<file path="src/verilog/hsi_settings.svh">
`ifndef HSI_SETTINGS_SVH
`define HSI_SETTINGS_SVH

// ~~~~~~~~~~~~~~~~~~~~~~~~~~~~~~~~~~~~~~~~~~~~~~~~~~~~~~~~~~~~~~~~~~~~~
// line timing and frame scheduling
`define BIT_DIV     4           // clk cycles per line bit
`define TM_PER_BTC  3           // tm frames per btc frame

// ~~~~~~~~~~~~~~~~~~~~~~~~~~~~~~~~~~~~~~~~~~~~~~~~~~~~~~~~~~~~~~~~~~~~~
// frame codes
`define HDR_TM      8'h1e       // telemetry header
`define HDR_BTC     8'h2d       // time code header

`define CRC_INIT    16'hffff    // ccitt seed

`endif

</file>
<file path="src/verilog/hsi_line_pkg.sv">
package hsi_line_pkg;

	// one character on the line
	typedef logic [7:0] line_byte_t;

	// crc word, also the payload of the crc frame
	typedef logic [15:0] crc_t;

endpackage

</file>
<file path="src/verilog/hsi_frame_pkg.sv">
package hsi_frame_pkg;

	// arbiter state
	typedef enum logic [1:0]
	{
		st_idle,
		st_sending_tm,
		st_sending_btc,
		st_sending_crc
	} frame_state_e;

	// header goes out first, so it sits in the top bits
	typedef struct packed
	{
		logic [7:0]  hdr;
		logic [31:0] word;
	} tm_frame_t;

	typedef struct packed
	{
		logic [7:0]  hdr;
		logic [39:0] time_code;
	} btc_frame_t;

endpackage

</file>
<file path="src/verilog/clk_en_ctrl.sv">
`timescale 1ns/1ps

`include "hsi_settings.svh"

module clk_en_ctrl (
	input  logic clk,
	input  logic n_rst,
	output logic bit_en
);

	localparam int CNT_W = $clog2(`BIT_DIV + 1);

	logic [CNT_W-1:0] cnt;

	always_ff @(posedge clk or negedge n_rst)
	begin
		if (!n_rst)
			cnt <= '0;
		else if (bit_en)
			cnt <= '0;                          // wrap
		else
			cnt <= cnt + 1'b1;
	end

	assign bit_en = (cnt == CNT_W'(`BIT_DIV - 1));

endmodule

</file>
<file path="src/verilog/msg_sender.sv">
`timescale 1ns/1ps

module msg_sender import hsi_line_pkg::*; #(
	parameter type payload_t = line_byte_t
) (
	input  logic       clk,
	input  logic       n_rst,
	input  logic       load,
	input  payload_t   payload,
	output logic       byte_valid,
	output line_byte_t byte_data,
	input  logic       byte_ready,
	output logic       done
);

	localparam int PAY_W   = $bits(payload_t);
	localparam int N_BYTES = PAY_W / 8;
	localparam int CNT_W   = $clog2(N_BYTES + 1);

	logic [PAY_W-1:0] shreg;
	logic [CNT_W-1:0] bytes_left;
	logic             xfer;

	assign xfer = byte_valid && byte_ready;

	always_ff @(posedge clk or negedge n_rst)
	begin
		if (!n_rst)
			bytes_left <= '0;
		else if (load)
			bytes_left <= CNT_W'(N_BYTES);
		else if (xfer)
			bytes_left <= bytes_left - 1'b1;
	end

	// msb first
	always_ff @(posedge clk)
	begin
		if (load)
			shreg <= payload;
		else if (xfer)
			shreg <= shreg << 8;
	end

	assign byte_valid = (bytes_left != '0);
	assign byte_data  = shreg[PAY_W-1 -: 8];
	assign done       = xfer && (bytes_left == CNT_W'(1));     // last byte taken

	// a new frame is only loaded once the previous one has drained
	a_no_load_busy: assert property (
		@(posedge clk) disable iff (!n_rst) load |-> !byte_valid
	);

endmodule

</file>
<file path="src/verilog/btc_sched.sv">
`timescale 1ns/1ps

`include "hsi_settings.svh"

module btc_sched (
	input  logic        clk,
	input  logic        n_rst,
	input  logic        tm_frame_end,
	input  logic        btc_en,
	input  logic [39:0] btc,
	output logic        btc_req,
	output logic [39:0] btc_time,
	input  logic        btc_taken
);

	localparam int CNT_W = $clog2(`TM_PER_BTC + 1);

	logic [CNT_W-1:0] tm_cnt;
	logic             period_hit;

	assign period_hit = tm_frame_end && (tm_cnt == CNT_W'(`TM_PER_BTC - 1));

	always_ff @(posedge clk or negedge n_rst)
	begin
		if (!n_rst)
		begin
			tm_cnt  <= '0;
			btc_req <= 1'b0;
		end
		else
		begin
			if (period_hit)
				tm_cnt <= '0;
			else if (tm_frame_end)
				tm_cnt <= tm_cnt + 1'b1;

			if (period_hit && btc_en)
				btc_req <= 1'b1;                // sticky until taken
			else if (btc_taken)
				btc_req <= 1'b0;
		end
	end

	always_ff @(posedge clk)
	begin
		if (period_hit && btc_en)
			btc_time <= btc;                    // time code at frame end
	end

endmodule

</file>
<file path="src/verilog/crc16_ccitt.sv">
`timescale 1ns/1ps

`include "hsi_settings.svh"

module crc16_ccitt import hsi_line_pkg::*; (
	input  logic       clk,
	input  logic       n_rst,
	input  logic       clear,
	input  logic       en,
	input  line_byte_t d,
	output crc_t       crc
);

	// poly 0x1021, msb first, one bit per step
	function automatic crc_t crc_byte(input crc_t c, input line_byte_t b);
		crc_t r;
		logic fb;
		r = c;
		for (int i = 7; i >= 0; i--)
		begin
			fb = r[15] ^ b[i];
			r  = {r[14:0], 1'b0};
			if (fb)
				r = r ^ 16'h1021;
		end
		return r;
	endfunction

	always_ff @(posedge clk or negedge n_rst)
	begin
		if (!n_rst)
			crc <= `CRC_INIT;
		else if (clear)
			crc <= `CRC_INIT;               // new frame
		else if (en)
			crc <= crc_byte(crc, d);
	end

endmodule

</file>
<file path="src/verilog/bit_coder.sv">
`timescale 1ns/1ps

module bit_coder import hsi_line_pkg::*; (
	input  logic       clk,
	input  logic       n_rst,
	input  logic       bit_en,
	input  logic       valid,
	input  line_byte_t data,
	output logic       ready,
	input  logic       com_src,
	output logic       com1,
	output logic       com2
);

	// ~~~~~~~~~~~~~~~~~~~~~~~~~~~~~~~~~~~~~~~~~~~~~~~~~~~~~~~~~~~~~~~~~~~~~
	// character: start 0, data lsb first, stop 1

	logic [9:0] shreg;
	logic [3:0] bits_left;
	logic       tx_line;
	logic       sel;
	logic       accept;
	logic       shift;

	// ready rises while the stop bit is on the line, so the next
	// start bit follows on the very next bit enable
	assign ready  = (bits_left == 4'd0);
	assign accept = valid && ready;
	assign shift  = bit_en && !ready;

	always_ff @(posedge clk or negedge n_rst)
	begin
		if (!n_rst)
		begin
			bits_left <= 4'd0;
			tx_line   <= 1'b1;              // idle high
			sel       <= 1'b1;
		end
		else if (accept)
		begin
			bits_left <= 4'd10;
		end
		else if (shift)
		begin
			if (bits_left == 4'd10)
				sel <= com_src;             // line fixed per character
			tx_line   <= shreg[0];
			bits_left <= bits_left - 1'b1;
		end
	end

	always_ff @(posedge clk)
	begin
		if (accept)
			shreg <= {1'b1, data, 1'b0};
		else if (shift)
			shreg <= {1'b1, shreg[9:1]};
	end

	// unselected line parks high
	assign com1 = sel ? tx_line : 1'b1;
	assign com2 = sel ? 1'b1 : tx_line;

endmodule

</file>
<file path="src/verilog/hsi_master.sv">
`timescale 1ns/1ps

`include "hsi_settings.svh"

module hsi_master import hsi_frame_pkg::*, hsi_line_pkg::*; (
	input  logic        clk,
	input  logic        n_rst,
	input  logic        tm_valid,
	input  logic [31:0] tm_data,
	output logic        tm_ready,
	input  logic        btc_en,
	input  logic [39:0] btc,
	input  logic        com_src,
	output logic        com1,
	output logic        com2
);

	frame_state_e state;

	logic        bit_en;
	logic        start_tm, start_btc;
	logic        cur_tm;                    // frame in flight is telemetry
	logic        crc_load;
	logic        tm_frame_end;
	logic        btc_req;
	logic [39:0] btc_time;
	crc_t        crc;

	tm_frame_t   tm_frame;
	btc_frame_t  btc_frame;

	logic        tm_bv, btc_bv, crc_bv;
	line_byte_t  tm_bd, btc_bd, crc_bd;
	logic        tm_br, btc_br, crc_br;
	logic        tm_done, btc_done, crc_done;

	logic        cd_valid, cd_ready, xfer;
	line_byte_t  cd_data;

	// ~~~~~~~~~~~~~~~~~~~~~~~~~~~~~~~~~~~~~~~~~~~~~~~~~~~~~~~~~~~~~~~~~~~~~
	// frame arbiter

	assign tm_ready  = (state == st_idle);
	assign start_tm  = tm_valid && tm_ready;              // tm beats btc
	assign start_btc = tm_ready && !tm_valid && btc_req;

	assign tm_frame  = '{hdr: `HDR_TM, word: tm_data};
	assign btc_frame = '{hdr: `HDR_BTC, time_code: btc_time};

	always_ff @(posedge clk or negedge n_rst)
	begin
		if (!n_rst)
		begin
			state    <= st_idle;
			cur_tm   <= 1'b0;
			crc_load <= 1'b0;
		end
		else
		begin
			crc_load <= tm_done || btc_done;   // crc settles one cycle later
			case (state)
				st_idle:
				begin
					cur_tm <= start_tm;
					if (start_tm)
						state <= st_sending_tm;
					else if (start_btc)
						state <= st_sending_btc;
				end
				st_sending_tm:
					if (tm_done)
						state <= st_sending_crc;
				st_sending_btc:
					if (btc_done)
						state <= st_sending_crc;
				st_sending_crc:
					if (crc_done)
						state <= st_idle;
				default:
					state <= st_idle;
			endcase
		end
	end

	assign tm_frame_end = crc_done && cur_tm;

	// byte mux
	always_comb
	begin
		case (state)
			st_sending_tm:  {cd_valid, cd_data} = {tm_bv, tm_bd};
			st_sending_btc: {cd_valid, cd_data} = {btc_bv, btc_bd};
			st_sending_crc: {cd_valid, cd_data} = {crc_bv, crc_bd};
			default:        {cd_valid, cd_data} = {1'b0, 8'h00};
		endcase
	end

	assign tm_br  = cd_ready && (state == st_sending_tm);
	assign btc_br = cd_ready && (state == st_sending_btc);
	assign crc_br = cd_ready && (state == st_sending_crc);
	assign xfer   = cd_valid && cd_ready;

	// ~~~~~~~~~~~~~~~~~~~~~~~~~~~~~~~~~~~~~~~~~~~~~~~~~~~~~~~~~~~~~~~~~~~~~
	// instances

	clk_en_ctrl clk_en_ctrl_inst (
		.clk    (clk),
		.n_rst  (n_rst),
		.bit_en (bit_en)
	);

	btc_sched btc_sched_inst (
		.clk          (clk),
		.n_rst        (n_rst),
		.tm_frame_end (tm_frame_end),
		.btc_en       (btc_en),
		.btc          (btc),
		.btc_req      (btc_req),
		.btc_time     (btc_time),
		.btc_taken    (start_btc)
	);

	msg_sender #(.payload_t(tm_frame_t)) tm_sender_inst (
		.clk        (clk),
		.n_rst      (n_rst),
		.load       (start_tm),
		.payload    (tm_frame),
		.byte_valid (tm_bv),
		.byte_data  (tm_bd),
		.byte_ready (tm_br),
		.done       (tm_done)
	);

	msg_sender #(.payload_t(btc_frame_t)) btc_sender_inst (
		.clk        (clk),
		.n_rst      (n_rst),
		.load       (start_btc),
		.payload    (btc_frame),
		.byte_valid (btc_bv),
		.byte_data  (btc_bd),
		.byte_ready (btc_br),
		.done       (btc_done)
	);

	msg_sender #(.payload_t(crc_t)) crc_sender_inst (
		.clk        (clk),
		.n_rst      (n_rst),
		.load       (crc_load),
		.payload    (crc),
		.byte_valid (crc_bv),
		.byte_data  (crc_bd),
		.byte_ready (crc_br),
		.done       (crc_done)
	);

	crc16_ccitt crc16_ccitt_inst (
		.clk   (clk),
		.n_rst (n_rst),
		.clear (start_tm || start_btc),
		.en    (xfer && (state != st_sending_crc)),
		.d     (cd_data),
		.crc   (crc)
	);

	bit_coder bit_coder_inst (
		.clk     (clk),
		.n_rst   (n_rst),
		.bit_en  (bit_en),
		.valid   (cd_valid),
		.data    (cd_data),
		.ready   (cd_ready),
		.com_src (com_src),
		.com1    (com1),
		.com2    (com2)
	);

	// ~~~~~~~~~~~~~~~~~~~~~~~~~~~~~~~~~~~~~~~~~~~~~~~~~~~~~~~~~~~~~~~~~~~~~
	// checks

	a_one_sender: assert property (
		@(posedge clk) disable iff (!n_rst) $onehot0({tm_bv, btc_bv, crc_bv})
	);

	// leaving the crc state means both crc bytes went to the coder
	a_crc_exit: assert property (
		@(posedge clk) disable iff (!n_rst)
		($past(state) == st_sending_crc && state != st_sending_crc) |-> !crc_bv
	);

endmodule

</file>
<file path="config.mk">
export PLATFORM = sky130hd
export DESIGN_NAME = hsi_master
export DESIGN_NICKNAME = d
export VERILOG_FILES = /design/src/verilog/hsi_line_pkg.sv /design/src/verilog/hsi_frame_pkg.sv /design/src/verilog/clk_en_ctrl.sv /design/src/verilog/msg_sender.sv /design/src/verilog/btc_sched.sv /design/src/verilog/crc16_ccitt.sv /design/src/verilog/bit_coder.sv /design/src/verilog/hsi_master.sv
export VERILOG_INCLUDE_DIRS = /design/src /design/src/verilog
export SDC_FILE = /design/constraint.sdc
export NUM_CORES = 1
export LEC_CHECK = 0
export BUFFER_PORTS_ARGS = -buffer_cell sky130_fd_sc_hd__buf_2
export CELL_PAD_IN_SITES_DETAIL_PLACEMENT = 0
export CELL_PAD_IN_SITES_GLOBAL_PLACEMENT = 1
export CORE_MARGIN = 2
export CORE_UTILIZATION = 48
export CTS_CLUSTER_SIZE = 30
export DETAILED_ROUTE_END_ITERATION = 8
export GPL_ROUTABILITY_DRIVEN = 0
export PLACE_DENSITY = 0.81
export SLEW_MARGIN = 10
export SYNTH_ARGS = -nofsm -noshare
export SYNTH_HDL_FRONTEND = slang
export SYNTH_SLANG_ARGS = --single-unit
</file>
<file path="constraint.sdc">
create_clock -name clk -period 6 [get_ports clk]
set_clock_uncertainty 0.1 [all_clocks]
set_input_delay 0.9 -clock clk [delete_from_list [all_inputs] [get_ports clk]]
set_output_delay 0.9 -clock clk [all_outputs]
set_load 0.01 [all_outputs]
</file>
# Yosys cells after proc, flatten, opt, wreduce, memory -nomap -nowiden
# Index checks and enable logic that the tools add are counted.
# Widths: inputs -> output; s select.
dict set report op_classes {
  n_addsub 6
  n_eq_ne 14
  mux 55
  bitwise 17
  reduce_logical 37
}
# op count
set ops {}
lappend ops {{$mux 16} 18}
lappend ops {{$mux 13} 8}
lappend ops {{$mux 40} 2}
lappend ops {{$mux 32} 2}
lappend ops {{$not 3->3} 8}
lappend ops {{$pmux 8 s3} 1}
lappend ops {{$logic_and 1x1->1} 18}
lappend ops {{$mux 2} 9}
lappend ops {{$mux 9} 2}
lappend ops {{$reduce_bool 2->1} 8}
lappend ops {{$mux 3} 5}
lappend ops {{$mux 4} 2}
lappend ops {{$ne 2x2->1 const B} 4}
lappend ops {{$pmux 2 s4} 1}
lappend ops {{$xor 1x1->1} 8}
lappend ops {{$eq 2x2->1 const B} 3}
lappend ops {{$eq 3x1->1 const B} 2}
lappend ops {{$reduce_bool 3->1} 2}
lappend ops {{$sub 3x1->3 const B} 2}
lappend ops {{$eq 2x1->1 const B} 2}
lappend ops {{$eq 4x4->1 const B} 1}
lappend ops {{$logic_not 4->1} 1}
lappend ops {{$mux 1} 4}
lappend ops {{$reduce_and 4->1} 1}
lappend ops {{13 further kinds} 15}
dict set report word_totals {
  ff_bits 193
  wordCells 150
}

# Logic depth before layout (Yosys ltp)
# Gate-level depths: netlist (run 1).
dict set report depth {
  word_depth 34
  mapped_depth 8
  ltp_nobuf 7
}

# Hierarchy
# From an unflattened synthesis (run 1), not the netlist that was laid out.
dict set report unflattened {
  hier_cells 558
  area_unflattened_um2 9068.7
}
# module instances cells_per_inst area_per_inst_um2 seq_area_each_um2
set by_module_without_submodules {}
lappend by_module_without_submodules {{msg_sender at btc_sender_inst} 1 133 2443.6 1516.5}
lappend by_module_without_submodules {{msg_sender at tm_sender_inst} 1 115 2045.7 1276.2}
lappend by_module_without_submodules {btc_sched 1 51 1332.5 1276.2}
lappend by_module_without_submodules {crc16_ccitt 1 80 1027.2 420.4}
lappend by_module_without_submodules {{msg_sender at crc_sender_inst} 1 58 857.1 530.5}
lappend by_module_without_submodules {bit_coder 1 53 726.9 412.9}
lappend by_module_without_submodules {hsi_master 1 60 513.0 100.1}
lappend by_module_without_submodules {clk_en_ctrl 1 8 122.6 75.1}

# Least setup slack after synthesis (run 1)
# Ideal clock, no wire load.
dict set report synth_path {
  kind {register -> register}
  startpoint {register bit_coder_inst.bits_left[0]}
  endpoint {register btc_sched_inst.btc_time[0] (enable)}
  arrival_time_ns 4.048
  slack_ns 1.362
  stages_incl_launch_ff 6
  synth_period_minus_slack_ns 4.638
  path_cell_list {dfrtp_1 -> inv_1 -> ha_1 -> nor3b_2 -> nand4_1 -> nor3_1}
}
dict set report synth_between {
  elab_chain_cells 7
}
# item line
set synth_rtl {}
lappend synth_rtl {{start: declaration} bit_coder.sv:19} ;# logic [3:0] bits_left;
lappend synth_rtl {{start signal: assignment} bit_coder.sv:48} ;# bits_left <= bits_left - 1'b1;
lappend synth_rtl {{$logic_not 4->1} bit_coder.sv:27} ;# assign ready = (bits_left == 4'd0);
lappend synth_rtl {{$logic_and 1x1->1} hsi_master.sv:100} ;# assign crc_br = cd_ready && (state == st_sending_crc);
lappend synth_rtl {{$logic_and 1x1->1} msg_sender.sv:24} ;# assign xfer = byte_valid && byte_ready;
lappend synth_rtl {{$logic_and 1x1->1} msg_sender.sv:47} ;# assign done = xfer && (bytes_left == CNT_W'(1));
lappend synth_rtl {{$logic_and 1x1->1} hsi_master.sv:85} ;# assign tm_frame_end = crc_done && cur_tm;
lappend synth_rtl {{$logic_and 1x1->1} btc_sched.sv:21} ;# assign period_hit = tm_frame_end && (tm_cnt == CNT_W'(`TM_PER_BTC - 1));
lappend synth_rtl {{$logic_and 1x1->1} btc_sched.sv:46} ;# if (period_hit && btc_en)
lappend synth_rtl {{end signal: assignment} btc_sched.sv:47} ;# btc_time <= btc;
lappend synth_rtl {{end: declaration} btc_sched.sv:12} ;# output logic [39:0] btc_time,
# Every way passes these cells.
# A chain may end at the register's enable or synchronous reset.

# Worst setup path in the final report (run 1)
dict set report layout_path {
  startpoint {register state[0]}
  endpoint {register btc_sender_inst.shreg[39] (enable)}
}
dict set report layout_between {
  elab_chain_cells 4
}
# item line
set layout_rtl {}
lappend layout_rtl {{start: declaration} hsi_master.sv:18} ;# frame_state_e state;
lappend layout_rtl {{start signal: assignment} hsi_master.sv:54} ;# state <= st_idle;
lappend layout_rtl {{start signal: assignment} hsi_master.sv:66} ;# state <= st_sending_tm;
lappend layout_rtl {{start signal: assignment} hsi_master.sv:68} ;# state <= st_sending_btc;
lappend layout_rtl {{$eq 2x2->1 / $logic_not 2->1 (equally long branches)} {hsi_master.sv:99, hsi_master.sv:43}}
lappend layout_rtl {{$logic_and 1x1->1, on equally long branches} {hsi_master.sv:99, hsi_master.sv:45}}
lappend layout_rtl {{$logic_and 1x1->1, on equally long branches} {msg_sender.sv:24, hsi_master.sv:45}}
lappend layout_rtl {{$reduce_bool 2->1 (no source line) *} -}
lappend layout_rtl {{end signal: assignment} msg_sender.sv:40} ;# shreg <= payload;
lappend layout_rtl {{end signal: assignment} msg_sender.sv:42} ;# shreg <= shreg << 8;
lappend layout_rtl {{end: declaration} msg_sender.sv:20} ;# logic [PAY_W-1:0] shreg;
# Every way passes the cells marked *; elsewhere a longest branch is shown, timed or not.

==> results of run 1 <==
-- synthesized netlist by cell type, types with 3 or more instances --
| cell type | instances |
|---|---|
| buf_6 | 3 |
| nor2b_1 | 5 |
| a21oi_1 | 21 |
| nor3_1 | 3 |
| inv_1 | 13 |
| mux2i_1 | 4 |
| a21o_1 | 5 |
| xnor3_1 | 4 |
| xor2_1 | 9 |
| mux2_2 | 9 |
| ha_1 | 16 |
| clkbuf_1 | 26 |
| a222oi_1 | 8 |
| and3_1 | 9 |
| xnor2_1 | 18 |
| dfstp_2 | 18 |
| nand3_1 | 14 |
| nor2_1 | 29 |
| buf_2 | 3 |
| dfrtp_1 | 22 |
| o21ai_0 | 14 |
| nand2b_1 | 9 |
| nand2_1 | 232 |
| nand4_1 | 3 |
| edfxtp_1 | 136 |
| and2_1 | 21 |
| dfxtp_1 | 17 |
-- cell families (layout without fill, tap and decap cells) --
family                     count (synthesis)  count (layout)  synth area share
and+or+nand+nor                          334             334            0.1752
DFF                                      193             193            0.6629
AOI/OAI and AO/OA                         62              62           0.05010
buffers and inverters                     45             126           0.02375
xor gates and xnor gates                  33              33           0.04644
adders and majority gates                 16              16           0.02436
muxes                                     13              13           0.01721
-- registers in the layout (all words and copies together) (netlist names) --
register                    count
bit_coder_inst.sel              1
btc_sender_inst.bytes_left      3
crc16_ccitt_inst.crc           16
btc_sender_inst.shreg          48
crc_load                        1
bit_coder_inst.tx_line          1
bit_coder_inst.bits_left        4
btc_sched_inst.tm_cnt           2
cur_tm                          1
tm_sender_inst.shreg           40
clk_en_ctrl_inst.cnt            3
crc_sender_inst.shreg          16
btc_sched_inst.btc_req          1
tm_sender_inst.bytes_left       3
btc_sched_inst.btc_time        40
crc_sender_inst.bytes_left      2
state                           2
bit_coder_inst.shreg            9
-- worst max-delay path by stage --
| stage | slack (ps) | cells after the start | startpoint | to |
|---|---|---|---|---|
| after floorplan | 1360 | 5 | bit_coder_inst.bits_left[0] | btc_sched_inst.btc_time[0] |
| final | 2540 | 5 | state[0] | btc_sender_inst.shreg[39] |
| after global routing | 2250 | 5 | state[1] | btc_sender_inst.shreg[39] |
| after detailed placement | 2260 | 4 | state[1] | tm_sender_inst.shreg[3] |
| after CTS | 2240 | 4 | state[1] | tm_sender_inst.shreg[25] |
| after global placement | 2380 | 4 | state[0] | tm_sender_inst.shreg[3] |
-- through the flow --
step	setup WS [ps]	cell area (um2)	total power, W	hold slack, ps
2_1_floorplan	1362	8218	0.001445	279.2
3_3_place_gp	2378	8772	0.001473	284.5
3_5_place_dp	2262	8772	0.001475	297.9
4_1_cts	2241	9354	0.002576	309.8
5_1_grt	2249	9365	0.002640	321.8
6_report	2543	9365	0.002553	304.7
-- metal layers --
layer	GRT usage	vias up	part of all wire
met3	0.04242	22	0.046
met4	0.05906	0	0.019
met2	0.2845	120	0.48
met1	0.2358	2405	0.46
met5	0	-	0
li1	-	2514	-
-- layout make-up --
| type | instances | area (um2) |
|---|---|---|
| clock buffer | 17 | 425.4 |
| clock inverter | 15 | 156.4 |
| fill | 1382 | 7277 |
| inverter | 13 | 48.80 |
| multi-input combinational | 458 | 2601 |
| sequential | 193 | 5448 |
| tap | 220 | 275.3 |
| timing repair buffer | 81 | 410.4 |
-- power groups by stage --
stage	Clock [W]	Combinational, W	Sequential [W]
after floorplan	0	0.000000910	0.00144
after global placement	0	0.0000296	0.00144
after detailed placement	0	0.0000308	0.00144
after CTS	0.00113	0.0000309	0.00141
after global routing	0.00119	0.0000345	0.00141
final	0.00111	0.0000301	0.00141
-- worst max-delay path, cell delays in order (launching register included) --
cell	delay (ps)
dfrtp_1	400
inv_1	130
ha_1	730
nand2b_1	290
or2_2	630
nand2_2	790
==> run_results.csv, run 1 <==
group,metric,value,unit
global_route,grt_pass1_wl,24780,um
power,pwr-share-clk,0.434,
power,p_int,0.001994,W
place,dp_hpwl,9951,um
global_route,grt_remaining_overflow,0,
layout,finish.net_count,857,
power,combPwrFrac,0.012,
drt,drc,0,
synth,syn_nets,789,
timing,post-route-period-util,0.5762,
hold_path,hp-class,"reg2reg",
global_route,grt_usage,0.1761,
clocking,clk_path_buf_depth,2,
worst_setup_path,startpoint_type,"flop",
drt,avgViaCountPerCell,5.076,
clocking,post_cts_buffers,0,
clocking,cts_hold_buf,0,
synth,yosysSeqAreaShare,0.6629,
timing,hold_violations,0,
clocking,path_clk_slew,70,ps
worst_setup_path,critPathMaxFanout,40,
drt,routedWlPerCell,15.04,um
worst_setup_path,worst-setup-path-type,"reg2reg",
clocking,insertion_delay,430,ps
hold_path,hold_start,"bit_coder_inst.shreg[0]",
floorplan,placementRows,47,
clocking,htreeDepth,4,
drt,totalWireLength,15000,um
floorplan,core_area,16640,um2
layout,postLayoutCoreUtil,0.5627,
timing,fmax,289.3,MHz
clocking,cts_sinks,193,
clocking,cts_root_buffer,"clkbuf_16",
synth,syn_area,8218,um2
layout,layout_commonest_cell,"nand2_1",
hold_path,holdPathEnd,"bit_coder_inst.tx_line",
synth,synth_area_leader_cell,"edfxtp_1",
power,p_leak,3.599,nW
floorplan,dieArea,18180,um2
global_route,grt_pass1_vias,5090,
flow_run,cap_violations,0,
global_route,antenna_found_initial,0,
floorplan,ios,80,
global_route,grt_max_degree,46,
clocking,cts_made_buffers,17,
timing,setup_viol,0,
worst_setup_path,rr_worst_depth,5,
floorplan,die_width,134.8,um
clocking,ctsResizeCount,0,
drt,drt_iter0_markers,342,
synth,synth_top_area_share,0.4970,
worst_setup_path,crit_arrival,3420,ps
worst_setup_path,required,5960,ps
power,power_density,272.7,nW/um2
layout,antennaDiodeCount,0,
synth,synth_area_leaders,"edfxtp_1 (50%), nand2_1 (11%), dfrtp_1 (6.7%), dfstp_2 (5.8%), dfxtp_1 (4.1%)",
synth,syn_inst,696,
clocking,cts_tree,"done",
timing,period_needed,3457,ps
synth,ys_ff_latch,193,
power,peakVddDrop,0.2246,mV
layout,area.growth.synth_to_final,13.96,%
power,pwr-share-seq,0.554,
timing,slew_violations,0,
floorplan,initial_core_util,0.4938,
synth,yosysUniqueCellTypes,48,
synth,synth_edf_count,136,
layout,layout_common_cells,"nand2_1 (230), edfxtp_1 (136), buf_2 (79)",
worst_setup_path,reg2reg_from,"state[0]",
synth,synth-main-ff-cell,"edfxtp_1",
drt,via_count,5061,
timing,worst_pin_slew,1167,ps
hold_path,worstHoldPathCells,2,
worst_setup_path,r2r-end,"btc_sender_inst.shreg[39]",
power,sw_frac_of_total,0.2190,
place,io_buffers,79,
synth,syn_avg_cell_area,11.81,um2
timing,rsz0062_at_grt,"no",
synth,ys_async_sr_fraction,0.2073,
worst_setup_path,worst_setup_path_end_kind,"flop",
place,dp.cells,965,
layout,final_cells,997,
synth,synth_warnings,0,
power,power_switching,0.0005591,W
status,status,"complete, no violations",
layout,drive_gt1_frac,0.2021,
timing,slew_headroom,0.2218,
worst_setup_path,r2r_setup_slack,2540,ps
drt,drt-pass1-iter-count,5,
drt,antenna_left,0,
floorplan,die_y,134.8,um
timing,tns,0,ps
Note: power is estimated with default switching activity, not from simulation.
==> inputs of run 2 (changes only) <==
clock period = 3.5 ns   (was 6 ns; I/O delays follow)
==> run_results.csv, run 2 (same netlist as run 1, synthesis figures left out) <==
group,metric,value,unit
power,p_leak,3.667,nW
drt,drt-pass1-iter-count,5,
floorplan,initial_core_util,0.4938,
clocking,cts_sinks,193,
clocking,cts_made_buffers,17,
clocking,cts_tree,"done",
hold_path,hp-class,"in2async",
global_route,grt_busiest_layer,"met2",
layout,antennaDiodeCount,0,
power,peakVddDrop,0.3512,mV
timing,post-route-period-util,0.7597,
layout,postLayoutCoreUtil,0.5704,
clocking,cts_root_buffer,"clkbuf_16",
power,p_total,0.004482,W
place,io_buffers,79,
timing,slew_headroom,0.3545,
floorplan,die_width,134.8,um
floorplan,core_area,16640,um2
layout,area.growth.synth_to_final,15.51,%
worst_setup_path,critPathMaxFanout,39,
clocking,clk_path_buf_depth,2,
worst_setup_path,worst_setup_path_end_kind,"flop",
worst_setup_path,crit_arrival,2680,ps
timing,tns,0,ps
layout,layout_commonest_cell,"nand2_1",
global_route,antenna_found_initial,0,
drt,drc,0,
timing,setup_viol,0,
timing,hold_violations,0,
drt,avgViaCountPerCell,5.069,
layout,top_register,"btc_sender_inst.shreg",
drt,drt_iter0_markers,441,
global_route,met1_usage,0.2441,
clocking,path_clk_slew,80,ps
layout,final_cells,1007,
clocking,ctsResizeCount,0,
floorplan,placementRows,47,
floorplan,ios,80,
place,postPlaceCellArea,8853,um2
floorplan,die_y,134.8,um
worst_setup_path,startpoint_type,"flop",
timing,worst_pin_slew,968.3,ps
status,status,"complete, no violations",
global_route,grt_pass1_vias,5254,
global_route,grt_usage,0.1852,
floorplan,dieArea,18180,um2
layout,largest_reg_flops,48,
timing,rsz0062_at_grt,"no",
layout,design_area,9493,um2
layout,top_regs,"btc_sender_inst.shreg (48), btc_sched_inst.btc_time (40), tm_sender_inst.shreg (40)",
layout,layout_common_cells,"nand2_1 (231), edfxtp_1 (136), buf_2 (79)",
place,dp_hpwl,10490,um
global_route,grt_use_met3,0.04129,
global_route,grt_max_degree,46,
timing,slew_violations,0,
global_route,grt_use_met2,0.3001,
clocking,insertion_delay,440,ps
global_route,grt_remaining_overflow,0,
worst_setup_path,worst-setup-path-type,"reg2reg",
drt,totalWireLength,15330,um
clocking,post_cts_buffers,0,
global_route,grt_pass1_wl,25900,um
worst_setup_path,required,3520,ps
clocking,cts_hold_buf,0,
drt,via_count,5104,
clocking,htreeDepth,4,
timing,fmax,376.1,MHz
flow_run,cap_violations,0,
timing,period_needed,2659,ps
layout,finish.net_count,867,
layout,drive_gt1_frac,0.2109,
drt,routedWlPerCell,15.22,um
place,dp.cells,975,
drt,antenna_left,0,
power,power_density,472.2,nW/um2
-- run 2: changes by cell type in the layout (fill, tap and decap cells not counted), sizes merged --
cell    previous run  this run
bufinv             0         1
clkinv             3         8
buf               81        91
inv               24        18
-- run 2: critical path, stage by stage, from the launching register on --
cell	delay (ps)
dfrtp_1	410
inv_1	150
ha_1	410
nand2b_1	210
or2_2	590
nand2_2	160
buf_4	300
-- run 2: worst paths after layout --
kind	start	endpoint	slack, ps	cells after the start
worst min-delay path	n_rst	bit_coder_inst.bits_left[2]	130	1
worst min register to register	bit_coder_inst.shreg[0]	bit_coder_inst.tx_line	310	2
max in group asynchronous	n_rst	tm_sender_inst.bytes_left[0]	2550	1
min in group clk	btc[7]	btc_sched_inst.btc_time[7]	150	1
worst max-delay path	state[0]	btc_sender_inst.shreg[36]	840	6
worst max register to register	state[0]	btc_sender_inst.shreg[36]	840	6
-- run 2: power by group --
group	total (W)	internal (W)	leakage, nW	switching, W
registers	0.00243	0.00243	1.52	0
logic	0.0000522	0.0000297	1.84	0.0000225
clock network	0.00200	0.00105	0.304	0.000959
-- run 2: routing by layer --
metal | vias up | wire (um)
met2 | 98 | 7613
li1 | 2529 | -
met4 | 0 | 235
met3 | 20 | 575
met1 | 2457 | 6901
met5 | - | 0
-- run 2: layout make-up --
cell class                 instances  area (um2)
tap                              220       275.3
fill                            1366        7149
inverter                          13       48.80
timing repair buffer              91       485.5
clock inverter                    15       214.0
multi-input combinational        458        2596
clock buffer                      17       425.4
sequential                       193        5448
-- run 2: through the flow --
| stage | setup WS (ps) | hold slack, ps |
|---|---|---|
| 2_1_floorplan | 113.5 | 129.4 |
| 3_3_place_gp | 957.7 | 285.1 |
| 3_5_place_dp | 821.5 | 295.1 |
| 4_1_cts | 823.7 | 136.0 |
| 5_1_grt | 625.2 | 130.5 |
| 6_report | 841.0 | 126.8 |
